===== src/common/figure_defs.svh =====
// Figure movement constants
// Screen and level geometry, sprite size, probe offsets,
// jump profile thresholds and moving platform size
`ifndef FIGURE_DEFS_SVH
`define FIGURE_DEFS_SVH

// --------------------
`define SCREEN_W      640
`define SCREEN_H      480
`define TILE_SIZE     4
`define FLOOR_TOP     400
`define BORDER        16
`define LEDGE_X0      200  // Ledge spans X0 up to X1, X1 excluded
`define LEDGE_X1      320
`define LEDGE_TOP     240  // Rows TOP up to BOTTOM, BOTTOM excluded
`define LEDGE_BOTTOM  252

// --------------------
`define FIG_W         20
`define FIG_H         34
`define START_X       30
`define START_Y       361

// Probe offsets from the sprite's top-left corner
// Side and foot probes sit one pixel further out to cover the state latency
`define PROBE_HEAD_DY    (-2)
`define PROBE_MID_DY     16
`define PROBE_SHIN_DY    (`FIG_H - 2)
`define PROBE_FOOT_DY    (`FIG_H + 1)
`define PROBE_HEAD_L_DX  2
`define PROBE_HEAD_C_DX  (`FIG_W / 2)
`define PROBE_HEAD_R_DX  (`FIG_W - 3)
`define PROBE_SIDE_L_DX  (-2)
`define PROBE_SIDE_R_DX  (`FIG_W + 1)
`define PROBE_SHIN_L_DX  (-1)
`define PROBE_SHIN_R_DX  (`FIG_W)
`define PROBE_FOOT_L_DX  4
`define PROBE_FOOT_R_DX  (`FIG_W - 5)

// --------------------
`define JUMP_BUDGET   44
`define JUMP_FAST     25
`define ARC_FAST      23
`define ARC_FLAT      12
`define PLATFORM_W    64
`define PLATFORM_H    8

`endif


===== src/common/figure_pkg.sv =====
// Figure movement types
// Screen coordinate, movement FSM states and the status code
// seen by the display side
`default_nettype none

package figure_pkg;

	typedef logic [9:0] coord_t;  // Wraps modulo 1024

	typedef enum logic [3:0] {
		still,
		walk_left,
		walk_right,
		jump,
		fall,
		jump_right,
		jump_left,
		fall_right,
		fall_left,
		frozen
	} move_state_e;

	// Encoding is fixed, the sprite selector decodes it
	typedef enum logic [3:0] {
		idle        = 4'd0,
		face_left   = 4'd1,
		face_right  = 4'd2,
		jumping     = 4'd3,
		falling     = 4'd4,
		arc_right   = 4'd5,
		arc_left    = 4'd6,
		drift_right = 4'd7,
		drift_left  = 4'd8
	} figure_status_e;

endpackage

`default_nettype wire


===== src/source/level_map.sv =====
// Level map
// Decides whether a screen point is inside a wall tile. The level is
// two border bands, the floor band and one ledge, all on the tile grid
`timescale 1ns/1ns
`default_nettype none
`include "figure_defs.svh"

module level_map (
	input  figure_pkg::coord_t px,
	input  figure_pkg::coord_t py,
	output logic               wall
);
	import figure_pkg::*;

	coord_t tile_x;
	coord_t tile_y;
	logic   in_border;
	logic   in_floor;
	logic   in_ledge;

	assign tile_x = px / coord_t'(`TILE_SIZE);
	assign tile_y = py / coord_t'(`TILE_SIZE);

	assign in_border = (tile_x < coord_t'(`BORDER / `TILE_SIZE)) ||
		(tile_x >= coord_t'((`SCREEN_W - `BORDER) / `TILE_SIZE));

	assign in_floor = tile_y >= coord_t'(`FLOOR_TOP / `TILE_SIZE);

	assign in_ledge = (tile_x >= coord_t'(`LEDGE_X0 / `TILE_SIZE)) &&
		(tile_x < coord_t'(`LEDGE_X1 / `TILE_SIZE)) &&
		(tile_y >= coord_t'(`LEDGE_TOP / `TILE_SIZE)) &&
		(tile_y < coord_t'(`LEDGE_BOTTOM / `TILE_SIZE));

	assign wall = in_border || in_floor || in_ledge;

endmodule

`default_nettype wire


===== src/sense/platform_hit.sv =====
// Platform hit test
// High when a point lies inside the moving platform rectangle
`timescale 1ns/1ns
`default_nettype none
`include "figure_defs.svh"

module platform_hit (
	input  figure_pkg::coord_t px,
	input  figure_pkg::coord_t py,
	input  figure_pkg::coord_t plat_x,
	input  figure_pkg::coord_t plat_y,
	output logic               hit
);

	logic [10:0] x_end;  // One bit wider, platform may sit at the screen edge
	logic [10:0] y_end;

	assign x_end = {1'b0, plat_x} + 11'(`PLATFORM_W);
	assign y_end = {1'b0, plat_y} + 11'(`PLATFORM_H);

	assign hit = (px >= plat_x) && ({1'b0, px} < x_end) &&
		(py >= plat_y) && ({1'b0, py} < y_end);

endmodule

`default_nettype wire


===== src/sense/contact_sense.sv =====
// Contact sensing
// Places nine probe points around the sprite, tests each one against
// the level map and the moving platform, and groups the hits into
// blocking flags per direction, step flags and platform support
`timescale 1ns/1ns
`default_nettype none
`include "figure_defs.svh"

module contact_sense (
	input  figure_pkg::coord_t fig_x,
	input  figure_pkg::coord_t fig_y,
	input  figure_pkg::coord_t plat_x,
	input  figure_pkg::coord_t plat_y,
	output logic               block_up,
	output logic               block_down,
	output logic               block_left,
	output logic               block_right,
	output logic               block_up_left,
	output logic               block_up_right,
	output logic               block_down_left,
	output logic               block_down_right,
	output logic               step_left,
	output logic               step_right,
	output logic               on_platform
);
	import figure_pkg::*;

	localparam int NUM_PROBES = 9;
	localparam int HEAD_L = 0;
	localparam int HEAD_C = 1;
	localparam int HEAD_R = 2;
	localparam int MID_L  = 3;
	localparam int MID_R  = 4;
	localparam int SHIN_L = 5;
	localparam int SHIN_R = 6;
	localparam int FOOT_L = 7;
	localparam int FOOT_R = 8;

	coord_t probe_x [NUM_PROBES];
	coord_t probe_y [NUM_PROBES];
	logic   wall_hit [NUM_PROBES];
	logic   plat_hit [NUM_PROBES];
	logic   solid [NUM_PROBES];

	// Probe placement --------------------
	assign probe_x[HEAD_L] = coord_t'(fig_x + `PROBE_HEAD_L_DX);
	assign probe_y[HEAD_L] = coord_t'(fig_y + `PROBE_HEAD_DY);
	assign probe_x[HEAD_C] = coord_t'(fig_x + `PROBE_HEAD_C_DX);
	assign probe_y[HEAD_C] = coord_t'(fig_y + `PROBE_HEAD_DY);
	assign probe_x[HEAD_R] = coord_t'(fig_x + `PROBE_HEAD_R_DX);
	assign probe_y[HEAD_R] = coord_t'(fig_y + `PROBE_HEAD_DY);
	assign probe_x[MID_L]  = coord_t'(fig_x + `PROBE_SIDE_L_DX);
	assign probe_y[MID_L]  = coord_t'(fig_y + `PROBE_MID_DY);
	assign probe_x[MID_R]  = coord_t'(fig_x + `PROBE_SIDE_R_DX);
	assign probe_y[MID_R]  = coord_t'(fig_y + `PROBE_MID_DY);
	assign probe_x[SHIN_L] = coord_t'(fig_x + `PROBE_SHIN_L_DX);
	assign probe_y[SHIN_L] = coord_t'(fig_y + `PROBE_SHIN_DY);
	assign probe_x[SHIN_R] = coord_t'(fig_x + `PROBE_SHIN_R_DX);
	assign probe_y[SHIN_R] = coord_t'(fig_y + `PROBE_SHIN_DY);
	assign probe_x[FOOT_L] = coord_t'(fig_x + `PROBE_FOOT_L_DX);
	assign probe_y[FOOT_L] = coord_t'(fig_y + `PROBE_FOOT_DY);
	assign probe_x[FOOT_R] = coord_t'(fig_x + `PROBE_FOOT_R_DX);
	assign probe_y[FOOT_R] = coord_t'(fig_y + `PROBE_FOOT_DY);

	// One wall and one platform test per probe
	for (genvar i = 0; i < NUM_PROBES; i++) begin : g_probe
		level_map level_map_i (
			.px   (probe_x[i]),
			.py   (probe_y[i]),
			.wall (wall_hit[i])
		);

		platform_hit platform_hit_i (
			.px     (probe_x[i]),
			.py     (probe_y[i]),
			.plat_x (plat_x),
			.plat_y (plat_y),
			.hit    (plat_hit[i])
		);

		assign solid[i] = wall_hit[i] || plat_hit[i];
	end

	// Direction grouping --------------------
	assign block_up    = solid[HEAD_L] || solid[HEAD_C] || solid[HEAD_R];
	assign block_down  = solid[FOOT_L] || solid[FOOT_R];
	assign block_left  = solid[HEAD_L] || solid[MID_L];
	assign block_right = solid[HEAD_R] || solid[MID_R];

	assign block_up_left    = block_up || solid[MID_L];
	assign block_up_right   = block_up || solid[MID_R];
	assign block_down_left  = block_down || solid[MID_L];
	assign block_down_right = block_down || solid[MID_R];

	assign step_left   = solid[SHIN_L];  // Low obstacle, climb instead of walk
	assign step_right  = solid[SHIN_R];
	assign on_platform = plat_hit[FOOT_L] || plat_hit[FOOT_R];

endmodule

`default_nettype wire


===== src/motion/move_fsm.sv =====
// Movement FSM
// Picks walk, jump, fall or freeze from the keys and the contact flags,
// once per frame. Also counts down the jump budget, which shapes
// the rising profile and ends the jump
`timescale 1ns/1ns
`default_nettype none
`include "figure_defs.svh"

module move_fsm (
	input  logic                    reset,
	input  logic                    frame_clk,
	input  logic                    move_left,
	input  logic                    move_right,
	input  logic                    move_up,
	input  logic                    round_over,
	input  logic                    block_up,
	input  logic                    block_down,
	input  logic                    block_left,
	input  logic                    block_right,
	input  logic                    block_up_left,
	input  logic                    block_up_right,
	input  logic                    block_down_left,
	input  logic                    block_down_right,
	output figure_pkg::move_state_e state,
	output figure_pkg::coord_t      jump_budget
);
	import figure_pkg::*;

	move_state_e next_state;
	coord_t      next_budget;
	coord_t      budget_dec;
	logic        budget_done;
	logic        want_left;
	logic        want_right;
	logic        want_jump;
	logic        want_jump_left;
	logic        want_jump_right;

	assign budget_dec  = jump_budget - 10'd1;
	assign budget_done = budget_dec == '0;  // Last rising step this frame

	// Key decode, left wins over right
	assign want_left       = move_left && !move_up && !block_left;
	assign want_right      = move_right && !move_up && !block_right;
	assign want_jump       = move_up && !move_left && !move_right && !block_up;
	assign want_jump_right = move_up && move_right && !block_up_right;
	assign want_jump_left  = move_up && move_left && !block_up_left;

	// Next state --------------------
	always_comb begin
		next_state = state;
		if (round_over || state == frozen) begin
			next_state = frozen;
		end else begin
			case (state)
				jump: begin
					if (budget_done || block_up)
						next_state = fall;
				end
				jump_right: begin
					if (budget_done)
						next_state = fall_right;
					else if (block_up_right)
						next_state = fall;
				end
				jump_left: begin
					if (budget_done)
						next_state = fall_left;
					else if (block_up_left)
						next_state = fall;
				end
				fall: begin
					if (block_down)
						next_state = still;
				end
				fall_right: begin
					if (!block_down_right)
						next_state = fall_right;
					else if (!block_down)
						next_state = fall;
					else
						next_state = still;
				end
				fall_left: begin
					if (!block_down_left)
						next_state = fall_left;
					else if (!block_down)
						next_state = fall;
					else
						next_state = still;
				end
				default: begin  // Standing or walking
					if (!block_down) begin
						if (state == walk_left)
							next_state = fall_left;
						else if (state == walk_right)
							next_state = fall_right;
						else
							next_state = fall;
					end else if (want_left) begin
						next_state = walk_left;
					end else if (want_right) begin
						next_state = walk_right;
					end else if (want_jump) begin
						next_state = jump;
					end else if (want_jump_right) begin
						next_state = jump_right;
					end else if (want_jump_left) begin
						next_state = jump_left;
					end else begin
						next_state = still;
					end
				end
			endcase
		end
	end

	always_comb begin
		case (state)
			jump, jump_left, jump_right: next_budget = budget_dec;
			fall, fall_left, fall_right: next_budget = coord_t'(`JUMP_BUDGET);
			default:                     next_budget = jump_budget;
		endcase
	end

	// frame_clk is the asynchronous reset here
	always_ff @(posedge reset or posedge frame_clk) begin
		if (frame_clk) begin
			state       <= still;
			jump_budget <= coord_t'(`JUMP_BUDGET);
		end else begin
			state       <= next_state;
			jump_budget <= next_budget;
		end
	end

endmodule

`default_nettype wire


===== src/motion/position_update.sv =====
// Position integrator
// Turns the current movement state into a per-frame step in x and y,
// adds the lift of a rising platform, and registers the position
// together with the status code
`timescale 1ns/1ns
`default_nettype none
`include "figure_defs.svh"

module position_update (
	input  logic                       reset,
	input  logic                       frame_clk,
	input  figure_pkg::move_state_e    state,
	input  figure_pkg::coord_t         jump_budget,
	input  logic                       step_left,
	input  logic                       step_right,
	input  logic                       on_platform,
	input  logic                       plat_rising,
	input  logic                       move_left,
	input  logic                       move_right,
	output figure_pkg::coord_t         fig_x,
	output figure_pkg::coord_t         fig_y,
	output figure_pkg::figure_status_e status
);
	import figure_pkg::*;

	coord_t         dx;  // Two's complement step
	coord_t         dy;
	coord_t         rise_dy;
	coord_t         arc_dy;
	figure_status_e next_status;

	assign rise_dy = (jump_budget >= `JUMP_FAST) ? -10'sd2 : -10'sd1;
	assign arc_dy  = (jump_budget >= `ARC_FAST) ? -10'sd2 :
		(jump_budget <= `ARC_FLAT) ? 10'd0 : -10'sd1;

	always_comb begin
		dx          = '0;
		dy          = '0;
		next_status = status;
		case (state)
			still: begin
				if (move_left)
					next_status = face_left;
				else if (move_right)
					next_status = face_right;
				else
					next_status = idle;
			end
			walk_left: begin
				if (step_left)
					dy = -10'sd1;  // Climb the step
				else
					dx = -10'sd1;
				next_status = face_left;
			end
			walk_right: begin
				if (step_right)
					dy = -10'sd1;
				else
					dx = 10'd1;
				next_status = face_right;
			end
			jump: begin
				dy          = rise_dy;
				next_status = jumping;
			end
			jump_right: begin
				dx          = 10'd1;
				dy          = arc_dy;
				next_status = arc_right;
			end
			jump_left: begin
				dx          = -10'sd1;
				dy          = arc_dy;
				next_status = arc_left;
			end
			fall: begin
				dy          = 10'd1;
				next_status = falling;
			end
			fall_right: begin
				dx          = 10'd1;
				dy          = 10'd1;
				next_status = drift_right;
			end
			fall_left: begin
				dx          = -10'sd1;
				dy          = 10'd1;
				next_status = drift_left;
			end
			default: ;  // Frozen keeps everything
		endcase
		if (plat_rising && on_platform && state != frozen)
			dy = dy - 10'd1;  // Carried by the platform
	end

	always_ff @(posedge reset or posedge frame_clk) begin
		if (frame_clk) begin
			fig_x  <= coord_t'(`START_X);
			fig_y  <= coord_t'(`START_Y);
			status <= idle;
		end else begin
			fig_x  <= fig_x + dx;
			fig_y  <= fig_y + dy;
			status <= next_status;
		end
	end

endmodule

`default_nettype wire


===== src/source/figure_move.sv =====
// Figure movement top level
// Contact sensing feeds the movement FSM, the FSM drives the position
// integrator, and the registered position closes the loop
`timescale 1ns/1ns
`default_nettype none

module figure_move (
	input  logic                       reset,
	input  logic                       frame_clk,
	input  logic                       move_left,
	input  logic                       move_right,
	input  logic                       move_up,
	input  logic                       round_over,
	input  logic                       plat_rising,
	input  figure_pkg::coord_t         plat_x,
	input  figure_pkg::coord_t         plat_y,
	output figure_pkg::coord_t         fig_x,
	output figure_pkg::coord_t         fig_y,
	output figure_pkg::figure_status_e status
);
	import figure_pkg::*;

	logic        block_up;
	logic        block_down;
	logic        block_left;
	logic        block_right;
	logic        block_up_left;
	logic        block_up_right;
	logic        block_down_left;
	logic        block_down_right;
	logic        step_left;
	logic        step_right;
	logic        on_platform;
	move_state_e state;
	coord_t      jump_budget;

	contact_sense contact_sense_i (
		.fig_x            (fig_x),
		.fig_y            (fig_y),
		.plat_x           (plat_x),
		.plat_y           (plat_y),
		.block_up         (block_up),
		.block_down       (block_down),
		.block_left       (block_left),
		.block_right      (block_right),
		.block_up_left    (block_up_left),
		.block_up_right   (block_up_right),
		.block_down_left  (block_down_left),
		.block_down_right (block_down_right),
		.step_left        (step_left),
		.step_right       (step_right),
		.on_platform      (on_platform)
	);

	move_fsm move_fsm_i (
		.reset            (reset),
		.frame_clk        (frame_clk),
		.move_left        (move_left),
		.move_right       (move_right),
		.move_up          (move_up),
		.round_over       (round_over),
		.block_up         (block_up),
		.block_down       (block_down),
		.block_left       (block_left),
		.block_right      (block_right),
		.block_up_left    (block_up_left),
		.block_up_right   (block_up_right),
		.block_down_left  (block_down_left),
		.block_down_right (block_down_right),
		.state            (state),
		.jump_budget      (jump_budget)
	);

	position_update position_update_i (
		.reset       (reset),
		.frame_clk   (frame_clk),
		.state       (state),
		.jump_budget (jump_budget),
		.step_left   (step_left),
		.step_right  (step_right),
		.on_platform (on_platform),
		.plat_rising (plat_rising),
		.move_left   (move_left),
		.move_right  (move_right),
		.fig_x       (fig_x),
		.fig_y       (fig_y),
		.status      (status)
	);

endmodule

`default_nettype wire


===== config.mk =====
export PLATFORM = sky130hd
export DESIGN_NAME = figure_move
export DESIGN_NICKNAME = d
export VERILOG_FILES = /design/src/common/figure_pkg.sv /design/src/source/level_map.sv /design/src/sense/platform_hit.sv /design/src/sense/contact_sense.sv /design/src/motion/move_fsm.sv /design/src/motion/position_update.sv /design/src/source/figure_move.sv
export VERILOG_INCLUDE_DIRS = /design/src /design/src/common
export SDC_FILE = /design/constraint.sdc
export NUM_CORES = 1
export LEC_CHECK = 0
export BUFFER_PORTS_ARGS = -buffer_cell sky130_fd_sc_hd__buf_2
export CORE_MARGIN = 10
export CORE_UTILIZATION = 30
export CTS_BUF_LIST = sky130_fd_sc_hd__clkbuf_4
export CTS_CLUSTER_SIZE = 24
export DETAILED_ROUTE_END_ITERATION = 7
export SKIP_LAST_GASP = 1
export SLEW_MARGIN = 10
export SYNTH_ARGS = -nofsm -noshare
export SYNTH_HDL_FRONTEND = slang
export SYNTH_SLANG_ARGS = --single-unit

===== constraint.sdc =====
create_clock -name reset -period 6.9 [get_ports reset]
set_clock_uncertainty 0.1 [all_clocks]
set_input_delay 1.035 -clock reset [delete_from_list [all_inputs] [get_ports reset]]
set_output_delay 1.035 -clock reset [all_outputs]
set_load 0.03 [all_outputs]

Word level (Yosys, flattened, before mapping)
Cells that the tools add are included.

Flip-flop bits (word level): 38. Bits of input ports: 27. Logic and storage cells: 281.

$add $sub $neg: 19. Magnitude comparators: 77. Eq/ne operators: 14. Muxes and demuxes: 33. Reductions and logical operators: 133.

Operators by type and width (number): < comparator 10 x 11 -> 1 bit (13); >= comparator 10 bit (13); >= comparator 8 x 6 -> 1 bit, second input constant (13); >= comparator 8 bit, second input constant (9); < comparator 8 x 3 -> 1 bit, second input constant (9); < comparator 8 x 7 -> 1 bit, second input constant (9); logical AND 1 bit (67); 2-to-1 mux 4 bit (16); 2-to-1 mux 10 bit (6); one-hot mux 10 bit (5 select lines) (1); logical OR 1 bit (48); adder 10 x 5 -> 10 bit, second input constant (4); one-hot mux 10 bit (4 select lines) (1); one-hot mux 4 bit (9 select lines) (1); >= comparator 8 x 7 -> 1 bit, second input constant (4); < comparator 8 x 6 -> 1 bit, second input constant (4); adder 10 x 2 -> 10 bit, second input constant (3); one-hot mux 4 bit (6 select lines) (1); adder 10 bit (2); adder 10 x 4 -> 10 bit, second input constant (2); adder 10 x 6 -> 10 bit, second input constant (2); >= comparator 10 x 5 -> 1 bit, second input constant (2); one-hot mux 10 bit (2 select lines) (1); subtractor 10 x 1 -> 10 bit, second input constant (2); 24 further kinds (43).

Longest topological paths before layout
Word-level depth: 20. Gate-level depth with buffers: 31.

Cells and area by module
From an unflattened synthesis, not the netlist that was laid out.

Cells, all modules: 1794. Area total of the unflattened synthesis: 13698.1 µm².

By module, submodules not included: platform_hit at contact_sense_i.g_probe[2].platform_hit_i ... (times used 7, cells an instance 119, area an instance 879.6 µm², seq. area each 0.0 µm²); platform_hit at contact_sense_i.g_probe[0].platform_hit_i ... (times used 2, cells an instance 119, area an instance 932.1 µm², seq. area each 0.0 µm²); contact_sense (times used 1, cells an instance 264, area an instance 1809.2 µm², seq. area each 0.0 µm²); position_update (times used 1, cells an instance 186, area an instance 1745.4 µm², seq. area each 611.8 µm²); move_fsm (times used 1, cells an instance 147, area an instance 1209.9 µm², seq. area each 354.1 µm²); level_map (times used 9, cells an instance 14, area an instance 101.3 µm², seq. area each 0.0 µm²).

Least setup slack after synthesis
OpenSTA, ideal clock, no wires.

Kind: register to register. From: register position_update_i.fig_x[2]. To: register position_update_i.fig_y[9]. Setup time: 139 ps. Arrival time: 5834 ps. Slack: 827 ps. Stages on the path, launching flop included: 32. Path buffers: 2. Path through: dfstp_2 -> buf_2 -> inv_1 -> ha_1 -> clkbuf_1 -> inv_1 -> nor3_1 -> xnor2_1 -> inv_1 -> ha_1 -> a21oi_1 -> nor2b_1 -> a2111oi_0 -> a21oi_1 -> and3_1 -> nor3_1 -> o2bb2ai_1 -> a21oi_1 -> ha_1 -> inv_1 -> mux2i_1 -> ha_1 -> a21o_1 -> a21oi_1 -> o21bai_1 -> a21oi_1 -> o21ai_0 -> a2111oi_0 -> nand4b_1 -> nor4_1 -> a21oi_1 -> o2111ai_1.

Longest elaborated chain between the ends: 12.

Ends and longest elaborated chain: start: declaration (line position_update.sv:20) `output figure_pkg::coord_t fig_x,`; start signal: assignment (line position_update.sv:99) `` fig_x <= coord_t'(`START_X); ``; start signal: assignment (line position_update.sv:103) `fig_x <= fig_x + dx;`; adder 10 x 5 -> 10 bit (no source line) / adder 10 x 1 -> 10 bit (equally long branches); >= comparator 8 x 6 -> 1 bit / < comparator 8 x 7 -> 1 bit (equally long branches) (line level_map.sv:29, level_map.sv:30); logical AND 1 bit (3 in a row) (line level_map.sv:29) `` assign in_ledge = (tile_x >= coord_t'(`LEDGE_X0 / `TILE_SIZE)) && ``; logical OR 1 bit (line level_map.sv:34) `assign wall = in_border || in_floor || in_ledge;`; logical OR 1 bit (line contact_sense.sv:81) `assign solid[i] = wall_hit[i] || plat_hit[i];`; 2-to-1 mux 10 bit (on tied branches) (line position_update.sv:57, position_update.sv:50); one-hot mux 10 bit (5 select lines) (line position_update.sv:40) `case (state)`; subtractor 10 x 1 -> 10 bit (line position_update.sv:94) `dy = dy - 10'd1;`; 2-to-1 mux 10 bit * (line position_update.sv:93) `if (plat_rising && on_platform && state != frozen)`; adder 10 bit * (line position_update.sv:104) `fig_y <= fig_y + dy;`; end signal: assignment (line position_update.sv:100) `` fig_y <= coord_t'(`START_Y); ``; end signal: assignment (line position_update.sv:104); end: declaration (line position_update.sv:21) `output figure_pkg::coord_t fig_y,`.

Mark *: on every way between the ends. The rest lies on a longest branch, timed or not. A chain may end at the register's enable or synchronous reset.

Worst setup path in the final report
Ends and elaborated chain as after synthesis.

==> flow_metrics.tcl <==
set metrics [dict create \
    synth_adder_area_share_pct 27.3 \
    dr_wl_met3_um 2310 \
    global_route.overflow_total 0 \
    final_net_count 1673 \
    synth_top_family_by_area "compound AO/OA/AOI/OAI gates" \
    floorplan.initialDensity_pct 30.4 \
    synth_compound_gate_area_share_pct 27.3 \
    core_region_area_um2 34500 \
    grt_pass1_vias 10192 \
    grt_start_max_net_pins 39 \
    routed_wire_length_per_instance_um 19.5 \
    syn-mean-instance-area_um2 7.67 \
    row_count 68 \
    fin_crit_ps 6460 \
    synth_top_cells_by_area "ha_1 (27%), dfrtp_1 (6.2%), xnor2_1 (5.7%)" \
    leakage_nw 5.51 \
    worst_pin_slew_ps 972 \
    wirelength_um 36500 \
    muxShareOfSynthArea_pct 0.693 \
    cts_made_buffers 5 \
    worst_setup_path_start_kind "register" \
    route.layer.met1.wl_um 16800 \
    drv_cap 0 \
    dp.cells 1866 \
    total_via_count_after_detailed_routing 10780 \
    critPathArrivalTime_ps 6610 \
    synth-simple-area-share_pct 21.5 \
    worst-path-max-fanout 9 \
    portBuffers 50 \
    netlist.area_leader.share_pct 26.9 \
    total_of_endpoints_with_negative_setup_slack_in_the_final_report 0 \
    area_growth_pct 9.83 \
    die_x_um 207 \
    ctsLongestPathBuffers 2 \
    vdd_drop_max_mv 0.102 \
    first_pass_grt_wire_length_um 56700 \
    power_uw 517 \
    end_kind "register" \
    post_synthesis_cell_count 1366 \
    min_period_over_period_pct 93.6 \
    route.top_layer_used "met4" \
    timing.critical_path.required_ps 7050 \
    cts_root_buffer "clkbuf_4" \
    yosysSeqAreaShare_pct 9.22 \
    detail-route-antenna-nets 0 \
    achievable-frequency_mhz 155 \
    cts.clk_slew.worst_paths_ps 140 \
    synth.net_count 1620 \
    worst_path_max_delay_cell "or3b_4" \
    finalNonFillerCells 1876 \
    numClockSinks 38 \
    hold_viol_final 0 \
    met2_length_um 16200 \
    status "complete, no violations" \
    gp_routability_congestion 0.957 \
    clk-insertion-delay-late_ps 370 \
    firstDrtPassIters 5 \
    synth-edff-count 0 \
    die_height_um 207 \
    yosys.area.top_type "ha_1" \
    synthDistinctLibCells 90 \
    groute.usage.overall_pct 16.5 \
    drc_errors_left 0 \
    worst_hold_path_type "reg -> reg" \
    synth_top_cells_by_count "ha_1 (225), a21oi_1 (105), inv_1 (96), nand2_1 (91), o21ai_0 (81)" \
    final_max_slew_viol_count 0 \
    routed_via_density 5.75 \
    setup.worst_path.class "reg -> reg" \
    critical-path-max-stage-delay_ps 460 \
    synth_most_common_cell "ha_1" \
    yosys_warnings 0 \
    drt_iter0_markers 1081 \
    ys_ff_latch 38 \
    ys.flop_type "dfrtp_1" \
    cts_tree "yes" \
    cts_max_level 2 \
    xor_and_xnor_fraction_of_the_mapped_netlist_area_pct 8.03 \
    pwr_density_cell_nw_per_um2 45.0 \
    num_io_pins 51 \
    synth_async_sr_flop_share_pct 100 \
    slew-limit-headroom_pct 33.5 \
    place.detailed.hpwl_um 29400 \
    overall_die_area_um2 42800 \
    drive_gt1_share_pct 11.7 \
    grt_antenna_before_repair 1 \
    post_cts_hold_buffer_count 0 \
    synth.cell_area_um2 10500 \
    cpMostUsedCell "a21oi_1" \
]
==> worst paths after layout <==
kind,startpoint,to,slack [ps],depth (start not counted)
worst max-delay path,position_update_i.fig_x[2],position_update_i.fig_y[9],440,27
worst min-delay path,position_update_i.status[3],position_update_i.status[3],400,1
worst max register to register,position_update_i.fig_x[2],position_update_i.fig_y[9],440,27
worst min register to register,position_update_i.status[3],position_update_i.status[3],400,1
max in group asynchronous,frame_clk,move_fsm_i.jump_budget[2],5650,3
min in group asynchronous,frame_clk,position_update_i.fig_x[5],670,3
==> registers in the layout, indices dropped and copies added (netlist names) <==
| register | flops |
|---|---|
| position_update_i.fig_x | 10 |
| position_update_i.status | 4 |
| position_update_i.fig_y | 10 |
| move_fsm_i.jump_budget | 10 |
| move_fsm_i.state | 4 |
==> layout make-up <==
type,instances,area (um2)
well taps,455,569
flip-flops and latches,38,967
clock buffers,5,37.5
clock inverters,3,16.3
multi-input cells,1173,8910
repair buffers,100,626
fillers,3663,23000
diodes,1,2.50
inverters,101,379
==> stage by stage <==
step                      area [um2]  setup slack, ps  utilization (%)  TNS, ps  hold WS (ps)
final                          11500              444             33.4        0           404
after global routing           11500            -98.3             33.4    -98.3           459
after global placement         11400              358             33.1        0           379
after CTS                      11500              188             33.3        0           411
after detailed placement       11400              180             33.1        0           379
after floorplan                10500              827                -        0           370
==> layout by cell type (no fill, tap or decap), types with 8 or more instances in the layout <==
cell / count
ha_1: 224
a21oi_1: 104
inv_1: 95
nand2_1: 91
o21ai_0: 81
nor2_1: 74
xnor2_1: 67
buf_2: 50
buf_4: 50
nand3_1: 42
nor3_1: 34
xor2_1: 28
a21o_1: 27
nand2b_1: 26
nor2b_1: 25
dfrtp_1: 25
o21a_1: 20
a211oi_1: 19
nand4_1: 16
a31oi_1: 15
o31ai_1: 15
or2_2: 15
nor4_1: 14
o2111ai_1: 13
o211ai_1: 12
or3_1: 12
dfstp_2: 12
a2111oi_0: 11
and3_1: 9
o21bai_1: 9
and2_1: 8
nor3b_1: 8
==> metal layers <==
layer	up-vias	global-route usage, %
li1	5213	-
met4	0	5.90
met5	-	0
met2	422	26.3
met1	5086	22.7
met3	59	1.62
==> cell families after synthesis <==
kind of cell / Yosys count
fa+ha+maj: 227
simple gates: 419
buf+inv: 155
flops: 38
xor+xnor: 96
mux: 7
compound gates: 424
==> critical path: cells and delay by family, from the launching register on <==
kind | cells | cell delay [ps]
compound gates | 12 | 2470
mux | 1 | 70
flops | 1 | 390
simple gates | 7 | 1590
xor+xnor | 1 | 320
fa+ha+maj | 4 | 1130
buf+inv | 2 | 270
==> where the power goes <==
part	internal [mW]	switching [mW]	total (mW)
registers	0.223	0	0.223
logic	0.0672	0.103	0.171
clock network	0.0380	0.0857	0.124
total	0.328	0.189	0.517
==> repair_timing <==
item	4_1_cts	5_1_grt
setup endpoints to repair	0	1
setup buffers	0	1
gates resized for setup	0	8
Note: power is estimated with default switching activity, not from simulation.
